## config.mk

```make
export PLATFORM = sky130hd
export DESIGN_NAME = loopback_top
export DESIGN_NICKNAME = d
export VERILOG_FILES = /design/src/common/loopback_pkg.sv /design/src/common/outbuf_if.sv /design/src/buffer/outbuf_stage.sv /design/src/buffer/sync_fifo.sv /design/src/verilog/burst_writer.sv /design/src/verilog/copy_stage.sv /design/src/verilog/loopback_top.sv /design/src/verilog/perf_counters.sv
export VERILOG_INCLUDE_DIRS = /design/src /design/src/common
export SDC_FILE = /design/constraint.sdc
export NUM_CORES = 2
export LEC_CHECK = 0
export ABC_AREA = 1
export BUFFER_PORTS_ARGS = -buffer_cell sky130_fd_sc_hd__clkbuf_2
export CAP_MARGIN = 25
export CELL_PAD_IN_SITES_DETAIL_PLACEMENT = 1
export CELL_PAD_IN_SITES_GLOBAL_PLACEMENT = 2
export CORE_MARGIN = 4
export CORE_UTILIZATION = 48
export DETAILED_ROUTE_END_ITERATION = 7
export GPL_TIMING_DRIVEN = 1
export PLACE_DENSITY = 0.9
export SYNTH_ARGS = -nofsm -noshare
export SYNTH_HDL_FRONTEND = slang
export SYNTH_SLANG_ARGS = --single-unit
```

## constraint.sdc

```tcl
create_clock -name clk -period 14.35 [get_ports clk]
set_clock_uncertainty 0.2 [all_clocks]
set_input_delay 0.7175 -clock clk [delete_from_list [all_inputs] [get_ports clk]]
set_output_delay 0.7175 -clock clk [all_outputs]
set_load 0.02 [all_outputs]
```

## src/common/loopback_params.svh

```systemverilog
`ifndef LOOPBACK_PARAMS_SVH
`define LOOPBACK_PARAMS_SVH

// ----------------------------------------------------------------------
// data path sizing
// ----------------------------------------------------------------------
`define LB_DATA_W     64            // bits per data word
`define LB_FIFO_AW    5             // 32 entries in each buffer

// ----------------------------------------------------------------------
// write side
// ----------------------------------------------------------------------
`define LB_BURST_LEN  16            // words per burst
`define LB_WR_BASE    32'h0100_0000 // first burst lands here

`endif

```

## src/common/loopback_pkg.sv

```systemverilog
package loopback_pkg;

  `include "loopback_params.svh"

  // ----------------------------------------------------------------------
  // shared data path types
  // ----------------------------------------------------------------------

  // one payload word, as pushed in and written out
  typedef logic [`LB_DATA_W-1:0] data_t;

  // byte address on the write port
  typedef logic [31:0] addr_t;

  // fill level or burst credit, needs one bit above the buffer address
  typedef logic [`LB_FIFO_AW:0] level_t;

  // event counter value, wraps
  typedef logic [31:0] count_t;

endpackage

```

## src/common/outbuf_if.sv

```systemverilog
`timescale 1ns/1ns

interface outbuf_if;
  import loopback_pkg::*;

  data_t data;         // head of the output buffer
  logic  burst_ready;  // a whole burst is waiting
  logic  take;         // writer claims one burst
  logic  pop;          // writer removes the head word

  // output buffer side
  modport source (
    output data,
    output burst_ready,
    input  take,
    input  pop
  );

  // burst writer side
  modport sink (
    input  data,
    input  burst_ready,
    output take,
    output pop
  );

endinterface

```

## src/buffer/outbuf_stage.sv

```systemverilog
`timescale 1ns/1ns

`include "loopback_params.svh"

module outbuf_stage (
  input  logic                clk,
  input  logic                resetn,
  input  logic                push,
  input  loopback_pkg::data_t data_in,
  output logic                room,
  outbuf_if.source            ob
);
  import loopback_pkg::*;

  localparam int DEPTH = 1 << `LB_FIFO_AW;

  data_t  mem [DEPTH];
  level_t wptr;
  level_t rptr;
  level_t level;        // words held
  level_t credit;       // words not yet claimed by a burst
  level_t credit_next;
  logic   do_push;
  logic   do_pop;

  // ----------------------------------------------------------------------
  // fall-through storage
  // ----------------------------------------------------------------------
  assign level   = wptr - rptr;
  assign do_push = push && (level != level_t'(DEPTH));
  assign do_pop  = ob.pop && (level != '0);

  // two words may still be in flight in the copy stage, plus the one popped now
  assign room = (level <= level_t'(DEPTH - 3));

  assign ob.data = mem[rptr[`LB_FIFO_AW-1:0]];  // head visible while not empty

  always_ff @(posedge clk)
  begin
    if (do_push)
    begin
      mem[wptr[`LB_FIFO_AW-1:0]] <= data_in;
    end
  end

  always_ff @(posedge clk)
  begin
    if (!resetn)
    begin
      wptr <= '0;
      rptr <= '0;
    end
    else
    begin
      if (do_push)
      begin
        wptr <= wptr + 1'b1;
      end
      if (do_pop)
      begin
        rptr <= rptr + 1'b1;
      end
    end
  end

  // ----------------------------------------------------------------------
  // burst credit
  // ----------------------------------------------------------------------
  // push and take may land in the same cycle
  assign credit_next = credit + level_t'(do_push)
                     - (ob.take ? level_t'(`LB_BURST_LEN) : level_t'(0));

  always_ff @(posedge clk)
  begin
    if (!resetn)
    begin
      credit         <= '0;
      ob.burst_ready <= 1'b0;
    end
    else
    begin
      credit         <= credit_next;
      ob.burst_ready <= (credit_next >= level_t'(`LB_BURST_LEN));  // tracks credit
    end
  end

endmodule

```

## src/buffer/sync_fifo.sv

```systemverilog
`timescale 1ns/1ns

module sync_fifo #(
  parameter int WIDTH = 64,
  parameter int AW    = 5
) (
  input  logic             clk,
  input  logic             resetn,
  input  logic             push,
  input  logic [WIDTH-1:0] data_in,
  input  logic             pop,
  output logic [WIDTH-1:0] data_out,
  output logic             empty,
  output logic             full
);

  localparam int DEPTH = 1 << AW;

  logic [WIDTH-1:0] mem [DEPTH];
  logic [AW:0]      wptr;  // extra msb tells full from empty
  logic [AW:0]      rptr;
  logic             do_push;
  logic             do_pop;

  // ----------------------------------------------------------------------
  // status
  // ----------------------------------------------------------------------
  assign empty = (wptr == rptr);
  assign full  = (wptr[AW] != rptr[AW]) && (wptr[AW-1:0] == rptr[AW-1:0]);

  assign do_push = push && !full;   // push on full is dropped
  assign do_pop  = pop && !empty;   // pop on empty is dropped

  // ----------------------------------------------------------------------
  // storage and registered read port
  // ----------------------------------------------------------------------
  always_ff @(posedge clk)
  begin
    if (do_push)
    begin
      mem[wptr[AW-1:0]] <= data_in;
    end
  end

  always_ff @(posedge clk)
  begin
    if (do_pop)
    begin
      data_out <= mem[rptr[AW-1:0]];  // valid the cycle after pop
    end
  end

  // ----------------------------------------------------------------------
  // pointers
  // ----------------------------------------------------------------------
  always_ff @(posedge clk)
  begin
    if (!resetn)
    begin
      wptr <= '0;
      rptr <= '0;
    end
    else
    begin
      if (do_push)
      begin
        wptr <= wptr + 1'b1;
      end
      if (do_pop)
      begin
        rptr <= rptr + 1'b1;
      end
    end
  end

endmodule

```

## src/verilog/burst_writer.sv

```systemverilog
`timescale 1ns/1ns

`include "loopback_params.svh"

module burst_writer (
  input  logic                clk,
  input  logic                resetn,
  outbuf_if.sink              ob,
  output logic                burst_start,
  output loopback_pkg::addr_t burst_addr,
  output logic                wr_valid,
  output loopback_pkg::data_t wr_data,
  input  logic                wr_ready,
  output logic                wr_last
);
  import loopback_pkg::*;

  localparam int BW = $clog2(`LB_BURST_LEN);

  logic          active;     // a burst is being streamed
  logic [BW-1:0] beat;       // words sent in this burst
  addr_t         burst_idx;  // bursts started so far
  logic          fire;

  // ----------------------------------------------------------------------
  // burst start
  // ----------------------------------------------------------------------
  assign burst_start = !active && ob.burst_ready;
  assign ob.take     = burst_start;  // claim credit with the start
  assign burst_addr  = addr_t'(`LB_WR_BASE)
                     + burst_idx * addr_t'(`LB_BURST_LEN * 8);  // 8 bytes per word

  // ----------------------------------------------------------------------
  // word stream
  // ----------------------------------------------------------------------
  assign wr_valid = active;
  assign wr_data  = ob.data;  // head only moves on a transfer
  assign wr_last  = active && (beat == BW'(`LB_BURST_LEN - 1));
  assign fire     = wr_valid && wr_ready;
  assign ob.pop   = fire;

  always_ff @(posedge clk)
  begin
    if (!resetn)
    begin
      active    <= 1'b0;
      beat      <= '0;
      burst_idx <= '0;
    end
    else
    begin
      if (burst_start)
      begin
        active    <= 1'b1;
        burst_idx <= burst_idx + 1'b1;
      end
      if (fire)
      begin
        beat <= beat + 1'b1;  // wraps to zero after the last beat
        if (wr_last)
        begin
          active <= 1'b0;  // back to idle, next start a cycle later
        end
      end
    end
  end

endmodule

```

## src/verilog/copy_stage.sv

```systemverilog
`timescale 1ns/1ns

module copy_stage (
  input  logic                clk,
  input  logic                resetn,
  input  logic                fifo_empty,
  input  loopback_pkg::data_t fifo_data,
  input  logic                room,
  output logic                fifo_pop,
  output logic                out_push,
  output loopback_pkg::data_t out_data
);

  logic pop_q;  // fifo read port holds a fresh word

  // pull whenever there is a word and downstream has space
  assign fifo_pop = !fifo_empty && room;

  // ----------------------------------------------------------------------
  // valid pipe, two steps from pop to push
  // ----------------------------------------------------------------------
  always_ff @(posedge clk)
  begin
    if (!resetn)
    begin
      pop_q    <= 1'b0;
      out_push <= 1'b0;
    end
    else
    begin
      pop_q    <= fifo_pop;
      out_push <= pop_q;
    end
  end

  // data follows its valid by one register
  always_ff @(posedge clk)
  begin
    if (pop_q)
    begin
      out_data <= fifo_data;
    end
  end

endmodule

```

## src/verilog/loopback_top.sv

```systemverilog
`timescale 1ns/1ns

`include "loopback_params.svh"

module loopback_top (
  input  logic                 clk,
  input  logic                 resetn,
  input  logic                 in_push,
  input  loopback_pkg::data_t  in_data,
  output logic                 in_full,
  output logic                 burst_start,
  output loopback_pkg::addr_t  burst_addr,
  output logic                 wr_valid,
  output loopback_pkg::data_t  wr_data,
  input  logic                 wr_ready,
  output logic                 wr_last,
  output loopback_pkg::count_t words_in,
  output loopback_pkg::count_t words_out,
  output loopback_pkg::count_t bursts_done
);
  import loopback_pkg::*;

  logic  inbuf_pop;
  logic  inbuf_empty;
  data_t inbuf_data;
  logic  ob_push;
  data_t ob_data;
  logic  ob_room;
  logic  wr_fire;

  outbuf_if u_ob_if ();

  assign wr_fire = wr_valid && wr_ready;  // one word accepted

  // ----------------------------------------------------------------------
  // input buffer -> copy stage -> output buffer -> burst writer
  // ----------------------------------------------------------------------
  sync_fifo #(
    .WIDTH     ( `LB_DATA_W  ),
    .AW        ( `LB_FIFO_AW )
  ) u_inbuf (
    .clk       ( clk         ),
    .resetn    ( resetn      ),
    .push      ( in_push     ),
    .data_in   ( in_data     ),
    .pop       ( inbuf_pop   ),
    .data_out  ( inbuf_data  ),
    .empty     ( inbuf_empty ),
    .full      ( in_full     )
  );

  copy_stage u_copy (
    .clk        ( clk         ),
    .resetn     ( resetn      ),
    .fifo_empty ( inbuf_empty ),
    .fifo_data  ( inbuf_data  ),
    .room       ( ob_room     ),
    .fifo_pop   ( inbuf_pop   ),
    .out_push   ( ob_push     ),
    .out_data   ( ob_data     )
  );

  outbuf_stage u_outbuf (
    .clk     ( clk     ),
    .resetn  ( resetn  ),
    .push    ( ob_push ),
    .data_in ( ob_data ),
    .room    ( ob_room ),
    .ob      ( u_ob_if )
  );

  burst_writer u_writer (
    .clk         ( clk         ),
    .resetn      ( resetn      ),
    .ob          ( u_ob_if     ),
    .burst_start ( burst_start ),
    .burst_addr  ( burst_addr  ),
    .wr_valid    ( wr_valid    ),
    .wr_data     ( wr_data     ),
    .wr_ready    ( wr_ready    ),
    .wr_last     ( wr_last     )
  );

  perf_counters u_perf (
    .clk         ( clk         ),
    .resetn      ( resetn      ),
    .in_push     ( in_push     ),
    .wr_fire     ( wr_fire     ),
    .wr_last     ( wr_last     ),
    .words_in    ( words_in    ),
    .words_out   ( words_out   ),
    .bursts_done ( bursts_done )
  );

endmodule

```

## src/verilog/perf_counters.sv

```systemverilog
`timescale 1ns/1ns

module perf_counters (
  input  logic                 clk,
  input  logic                 resetn,
  input  logic                 in_push,
  input  logic                 wr_fire,
  input  logic                 wr_last,
  output loopback_pkg::count_t words_in,
  output loopback_pkg::count_t words_out,
  output loopback_pkg::count_t bursts_done
);
  import loopback_pkg::*;

  // ----------------------------------------------------------------------
  // event counters, all wrap at 32 bits
  // ----------------------------------------------------------------------
  always_ff @(posedge clk)
  begin
    if (!resetn)
    begin
      words_in    <= '0;
      words_out   <= '0;
      bursts_done <= '0;
    end
    else
    begin
      if (in_push)
      begin
        words_in <= words_in + count_t'(1);  // every push strobe
      end
      if (wr_fire)
      begin
        words_out <= words_out + count_t'(1);
      end
      if (wr_fire && wr_last)
      begin
        bursts_done <= bursts_done + count_t'(1);  // final beat accepted
      end
    end
  end

endmodule
```

Word-level counts from Yosys, hierarchy flattened
Memory sizes are Yosys's and may differ from the RTL's. A register that Yosys moved wholly into a read port is not among the register bits.
Index checks and enable logic that the tools add are counted.
- flip-flop bits (word level): 230
- RAM bits: 4096
- bits of input ports: 68
- output and inout port bits: 196
- logic and storage cells: 61
- memories kept: 2
- add/sub/neg operators: 13
- order comparisons: 2
- equality and inequality tests: 5
- mux-type cells: 10
- reductions and logical operators: 14
- memory list (memory ; words ; bits a word ; rd ports ; clocked after Yosys merged registers in ; write ports ; line ; source):
    u_inbuf.mem ; 32 ; 64 ; 1 ; 1 ; 1 ; sync_fifo.sv:19 ; logic [WIDTH-1:0] mem [DEPTH];
    u_outbuf.mem ; 32 ; 64 ; 1 ; 1 ; 1 ; outbuf_stage.sv:17 ; data_t mem [DEPTH];
- operator list (cell ; number):
    $add 32x1->32 const B ; 4
    $add 25x32->32 const A ; 1
    $add 6x1->6 const B ; 4
    $mux 5 ; 3
    $sub 6x6->6 ; 2
    $logic_and 1x1->1 ; 10
    $mux 1 ; 7
    $add 6x1->6 ; 1
    $eq 6x6->1 ; 1
    $ge 6x5->1 const B ; 1
    $le 6x5->1 const B ; 1
    $ne 6x6->1 const B ; 1
    $reduce_bool 6->1 ; 1
    $eq 5x5->1 ; 1
    $add 4x1->4 const B ; 1
    $eq 4x4->1 const B ; 1
    $logic_not 1->1 ; 3
    $ne 1x1->1 ; 1

Depth between registers and ports, before layout
- depth in word-level cells: 6
- depth in mapped cells: 22
- depth with buffers taken out: 22

By module
From an unflattened synthesis, not the netlist that was laid out.
- cell total of the unflattened synthesis: 14591
- area total of the unflattened synthesis: 175684.7 sq um
- by module, submodules not included (module ; instances ; cells each ; area an instance (sq um) ; sequential area each (sq um)):
    sync_fifo ; 1 ; 7065 ; 84562.4 ; 63661.1
    outbuf_stage ; 1 ; 6295 ; 81498.2 ; 61979.4
    perf_counters ; 1 ; 790 ; 5177.5 ; 1921.8
    burst_writer ; 1 ; 366 ; 2446.1 ; 600.6
    copy_stage ; 1 ; 73 ; 1993.2 ; 1961.9
    loopback_top ; 1 ; 2 ; 7.5 ; 0.0

Least setup slack after synthesis
OpenSTA, ideal clock, no wires.
- path type: reg2reg
- from: register u_outbuf.wptr[0]
- to: memory u_outbuf.mem[31][0] (netlist name), enable pin
- library setup time: 578 ps
- data arrival time: 6336 ps
- data required time: 13572 ps
- setup slack: 7236 ps
- cell stages (with the launch flop): 14
- path buffers: 0
- period minus slack after synthesis: 7114 ps
- path through: dfxtp_1 > inv_1 > ha_1 > inv_1 > fa_1 > nand2_1 > inv_1 > nor2_1 > nor2_1 > nand3_1 > nor2_1 > nand2_1 > nand2_2 > nor3b_1
- cells in the longest elaborated chain, start to end: 5
- ends and longest elaborated chain (item ; line ; source):
    start, declared ; outbuf_stage.sv:18 ; level_t wptr;
    start signal, assigned ; outbuf_stage.sv:57 ; wptr <= wptr + 1'b1;
    $sub 6x6->6 ; outbuf_stage.sv:29 ; assign level = wptr - rptr;
    $ne 6x6->1 ; outbuf_stage.sv:30 ; assign do_push = push && (level != level_t'(DEPTH));
    $logic_and 1x1->1 ; outbuf_stage.sv:30 ;
    $mux 1 ; outbuf_stage.sv:40 ; if (do_push)
    $mux 1 ; outbuf_stage.sv:42 ; mem[wptr[`LB_FIFO_AW-1:0]] <= data_in;
    end, declared ; outbuf_stage.sv:17 ;
Parallel ways exist; a longest one is shown, timed or not.

==> impl_summary.md <==
Status
The run finished with clean final reports.

GRT
The number of antenna violations at the first check in global routing is 44. The via count of the first global-routing pass was between 100k and 150k. The first-pass GRT wire length is between 800,000 and 900,000 um. Entering global routing, the biggest net connects 209 pins. For this run, the total global-route usage over all layers was measured as 0.290. Global routing finished with a remaining overflow of 0.

Placement
Summed over all nets, the half-perimeter wirelength after detailed placement is 297,000 um. At the placement stage, the worst setup path has a slack of 8.25 ns. Including well taps, the total number of placed cells is 18,000. The number of I/O port buffers is approximately 260. The weighted congestion reported at the end of routability-driven placement is 0.787.

Setup path
In this run the worst setup path terminates at wr_data[54]. The standard cell with the maximum stage delay on the critical path is sky130_fd_sc_hd__buf_4. Measured in cells, the most critical reg-to-reg path has a length of 11. STA classifies the critical path startpoint as a flip-flop.

The largest delay contributor family on the critical path is buffers and inverters. The biggest cell delay along the critical path is ~0.86 ns. STA classifies the critical path endpoint as a primary output. The worst setup slack for register-to-register paths is 8.56 ns. The critical setup path kind is flip-flop to primary output. In this run the number of cells on the critical path is 12. STA puts the critical path data required time at 13.43 ns. The critical path data arrival time is 6.01 ns. The worst register-to-register path begins at u_inbuf.rptr[0].

The highest net fanout along the worst path is between 150 and 200. The number of buffers and inverters on the critical path is 6. The worst reg2reg path endpoint is u_inbuf.data_out[44]. The signal on the critical path passes through inv_8 -> buf_12 -> buf_4 -> buf_4 -> buf_16 -> o21ai_0 -> o22ai_1 -> nand2_1 -> nand3_1 -> nand3_1 -> nand2_1 -> clkbuf_2.

Job
The max-cap violation count is 0.

Clock network
The number of resized instances in the post-cts repair step is 0. Clock latency on the worst-skew pair, taken at its later pin, is 0.99 ns. CTS built an H-tree with a depth of 5.

The number of sinks driven by the clock tree is 4,388. TritonCTS built the clock tree. After clock tree synthesis, the setup repair step added 0 buffers. Clock-pin slew was measured on the worst setup and hold paths at about 0.06 ns. The maximum buffer depth of the clock tree is 4. In this run, CTS created clock tree buffers numbering 443. The cell sitting at the root of the clock tree is a sky130_fd_sc_hd__clkbuf_16.

Timing
The maximum operating frequency is 144 MHz. The total of endpoints with negative setup slack in the final report is 0. The max-slew violation count is 0. The tightest slew margin relative to the limit is 0.100. The final hold violation count is 0. Setup repair after global routing left no endpoint under its margin. The worst hold margin is about 0.069 ns. After layout, the minimum clock period comes to 6.92 ns.

For the final routed database, the setup TNS stands at 0 ns. Dividing the final minimum period by the clock period gives 0.482. The slew at the pin closest to its max-slew limit is between 1 and 1.5 ns.

Setup slack closes at 7.43 ns.

Yosys
After synthesis, the cell types taking the most area are sky130_fd_sc_hd__edfxtp_1, sky130_fd_sc_hd__o21ai_0, sky130_fd_sc_hd__nor2_1. The synthesized design contains 4,224 enable-type register cells. The mean instance size in the synthesized netlist is ~13 um2. Sorting the synthesized cells by how often they occur yields sky130_fd_sc_hd__edfxtp_1, sky130_fd_sc_hd__nor2_1, sky130_fd_sc_hd__o21ai_0, sky130_fd_sc_hd__nand2_1, sky130_fd_sc_hd__o22ai_1.

During synthesis, Yosys emitted a total of 0 warnings. The netlist uses 42 different library cells. Summed over all instances, the cell type with the most area after synthesis is sky130_fd_sc_hd__edfxtp_1. The netlist area before placement is between 150,000 and 200,000 um2. The share of synthesized area in the top cell type comes to 0.733.

The flip-flop and latch count after synthesis is 4,388. The most frequently used flop master after synthesis is sky130_fd_sc_hd__edfxtp_1. Of all flip-flops after synthesis, the portion carrying an async set or reset was 0. Of the synthesized area, sequential elements account for 0.752. In the post-synthesis netlist, the cell with the most instances is sky130_fd_sc_hd__edfxtp_1.

The gate count of the mapped netlist is 13,700.

Routing
In the routed design, unresolved DRC markers number 0. The number of nets still failing antenna checks after routing is 0. Dividing the detail-routed wire length by the instance count gives just under 30 um. In this run, the number of DRC markers left after iteration 0 of detailed routing was 14,000. The via density per instance is 6.23.

The detailed router placed approximately 120k vias in this run. The final routed wirelength across all metal layers is 555,000 um. Before antenna repair, the detailed router went through 6 iterations.

Floorplan
The I/O pin count is approximately 260. The initial utilization of the core area, before any placement, comes to 0.482. The die is roughly 600 um wide. The area of the core is 359,000 um2. The floorplan die height is 609 um.

Row generation in the floorplan step produced 220 rows. The die footprint is 370,000 um2.

Layout
Of the cells placed in the final design, the portion with a size suffix greater than 1 is 0.0882. The post-synthesis to final-layout area growth is 11.8%. For this run, the number of standard cells in the final layout without fillers is 18,900.

The count of filler cells inserted in the layout is 35,700. The count of nets after finishing is 13,800.

Min path
The worst hold path class is primary input to flip-flop.

Power
The analysis attributes to cell leakage a power of 63.6 nW. Across the VDD grid, the largest voltage drop is 0.000163 V. Dividing total power by cell area gives a power density of 170 nW/um2.
[cells by family after synthesis]
kind of cell               synth area share
other                             0.0000217
DFF                                   0.752
buffers and inverters                0.0289
AOI/OAI and AO/OA                     0.103
and+or+nand+nor                       0.112
adders and majority gates           0.00221
xor gates and xnor gates            0.00258
[flip-flops by register name, summed over array words and instances (netlist names), named ones only]
signal,count
u_inbuf.wptr,6
u_outbuf.wptr,6
u_outbuf.rptr,6
u_perf.words_in,32
u_writer.wr_valid,1
u_copy.pop_q,1
u_perf.bursts_done,32
u_inbuf.rptr,6
u_copy.out_push,1
u_outbuf.ob.burst_ready,1
u_perf.words_out,32
u_outbuf.mem,2048
u_inbuf.data_out,64
u_inbuf.mem,2048
u_writer.beat,4
u_writer.burst_idx,25
u_copy.out_data,64
u_outbuf.credit,6
[tightest hold or removal path: cells and delay by family]
family	cells	cell delay, ns
buf+inv	2	0.34
simple gates	2	0.16
[per-stage QoR]
| stage | util | area, um2 | power, mW |
|---|---|---|---|
| global placement | 0.497 | 178000 | 21.3 |
| floorplan | - | 173000 | 19.3 |
| detailed placement | 0.497 | 179000 | 21.6 |
| global route | 0.539 | 194000 | 34.2 |
| CTS | 0.536 | 193000 | 32.8 |
| finish | 0.539 | 194000 | 33.0 |
[layout by cell type, fill, tap and decap left out, types with 60 or more instances in the layout]
cell type	n
sky130_fd_sc_hd__clkinv_1	101
sky130_fd_sc_hd__o21ai_1	89
sky130_fd_sc_hd__a21oi_1	125
sky130_fd_sc_hd__o221ai_1	100
sky130_fd_sc_hd__o21ai_0	2009
sky130_fd_sc_hd__inv_1	188
sky130_fd_sc_hd__clkbuf_16	449
sky130_fd_sc_hd__clkinv_2	95
sky130_fd_sc_hd__edfxtp_1	4224
sky130_fd_sc_hd__nand3_1	668
sky130_fd_sc_hd__nor2_1	2497
sky130_fd_sc_hd__dfxtp_1	154
sky130_fd_sc_hd__nor2_4	60
sky130_fd_sc_hd__clkbuf_1	99
sky130_fd_sc_hd__o211ai_1	114
sky130_fd_sc_hd__nand2_1	1480
sky130_fd_sc_hd__buf_4	211
sky130_fd_sc_hd__clkbuf_2	256
sky130_fd_sc_hd__o22ai_1	780
[power by group]
| group | leakage (nW) | internal (mW) | switching (mW) |
|---|---|---|---|
| Combinational | 17.3 | 1.57 | 4.48 |
| Sequential | 39.4 | 15.0 | 0.628 |
| Clock | 6.85 | 6.35 | 4.95 |
[area by class of cell]
type / instances / area (um2) / share of cell area
flip-flops and latches: 4388 / 130000 / 0.672
multi-input cells: 8159 / 38500 / 0.199
clock buffers: 550 / 11600 / 0.0601
well taps: 4773 / 5970 / 0.0308
repair buffers: 519 / 4160 / 0.0215
clock inverters: 268 / 2320 / 0.0120
inverters: 204 / 833 / 0.00430
diodes: 17 / 42.5 / 0.000220
[per-layer routing]
metal	vias to the layer above	routed length, um	global-route usage
met3	1443	43600	0.0418
met5	-	186	0
met1	60400	210000	0.370
met4	28	28200	0.134
met2	5757	273000	0.491
li1	50000	-	-
[what timing repair did]
| item | CTS | global route |
|---|---|---|
| hold buffers | 1 | 0 |
| setup endpoints to repair | 0 | 0 |
| hold endpoints to repair | 4 | 0 |
[how the worst min path moves through the flow]
| stage | endpoint | startpoint | cells past startpoint | slack (ns) |
|---|---|---|---|---|
| CTS | u_copy.out_push | resetn | 4 | 0.003 |
| finish | u_perf.words_out[7] | resetn | 4 | 0.07 |
| global placement | u_copy.out_data[63] | u_inbuf.data_out[63] | 0 | 0.20 |
| global route | u_outbuf.credit[0] | resetn | 4 | 0.07 |
| floorplan | u_copy.out_data[0] | u_inbuf.data_out[0] | 0 | 0.20 |
| detailed placement | u_copy.out_data[35] | u_inbuf.data_out[35] | 0 | 0.21 |
(Power assumes the default switching activity.)
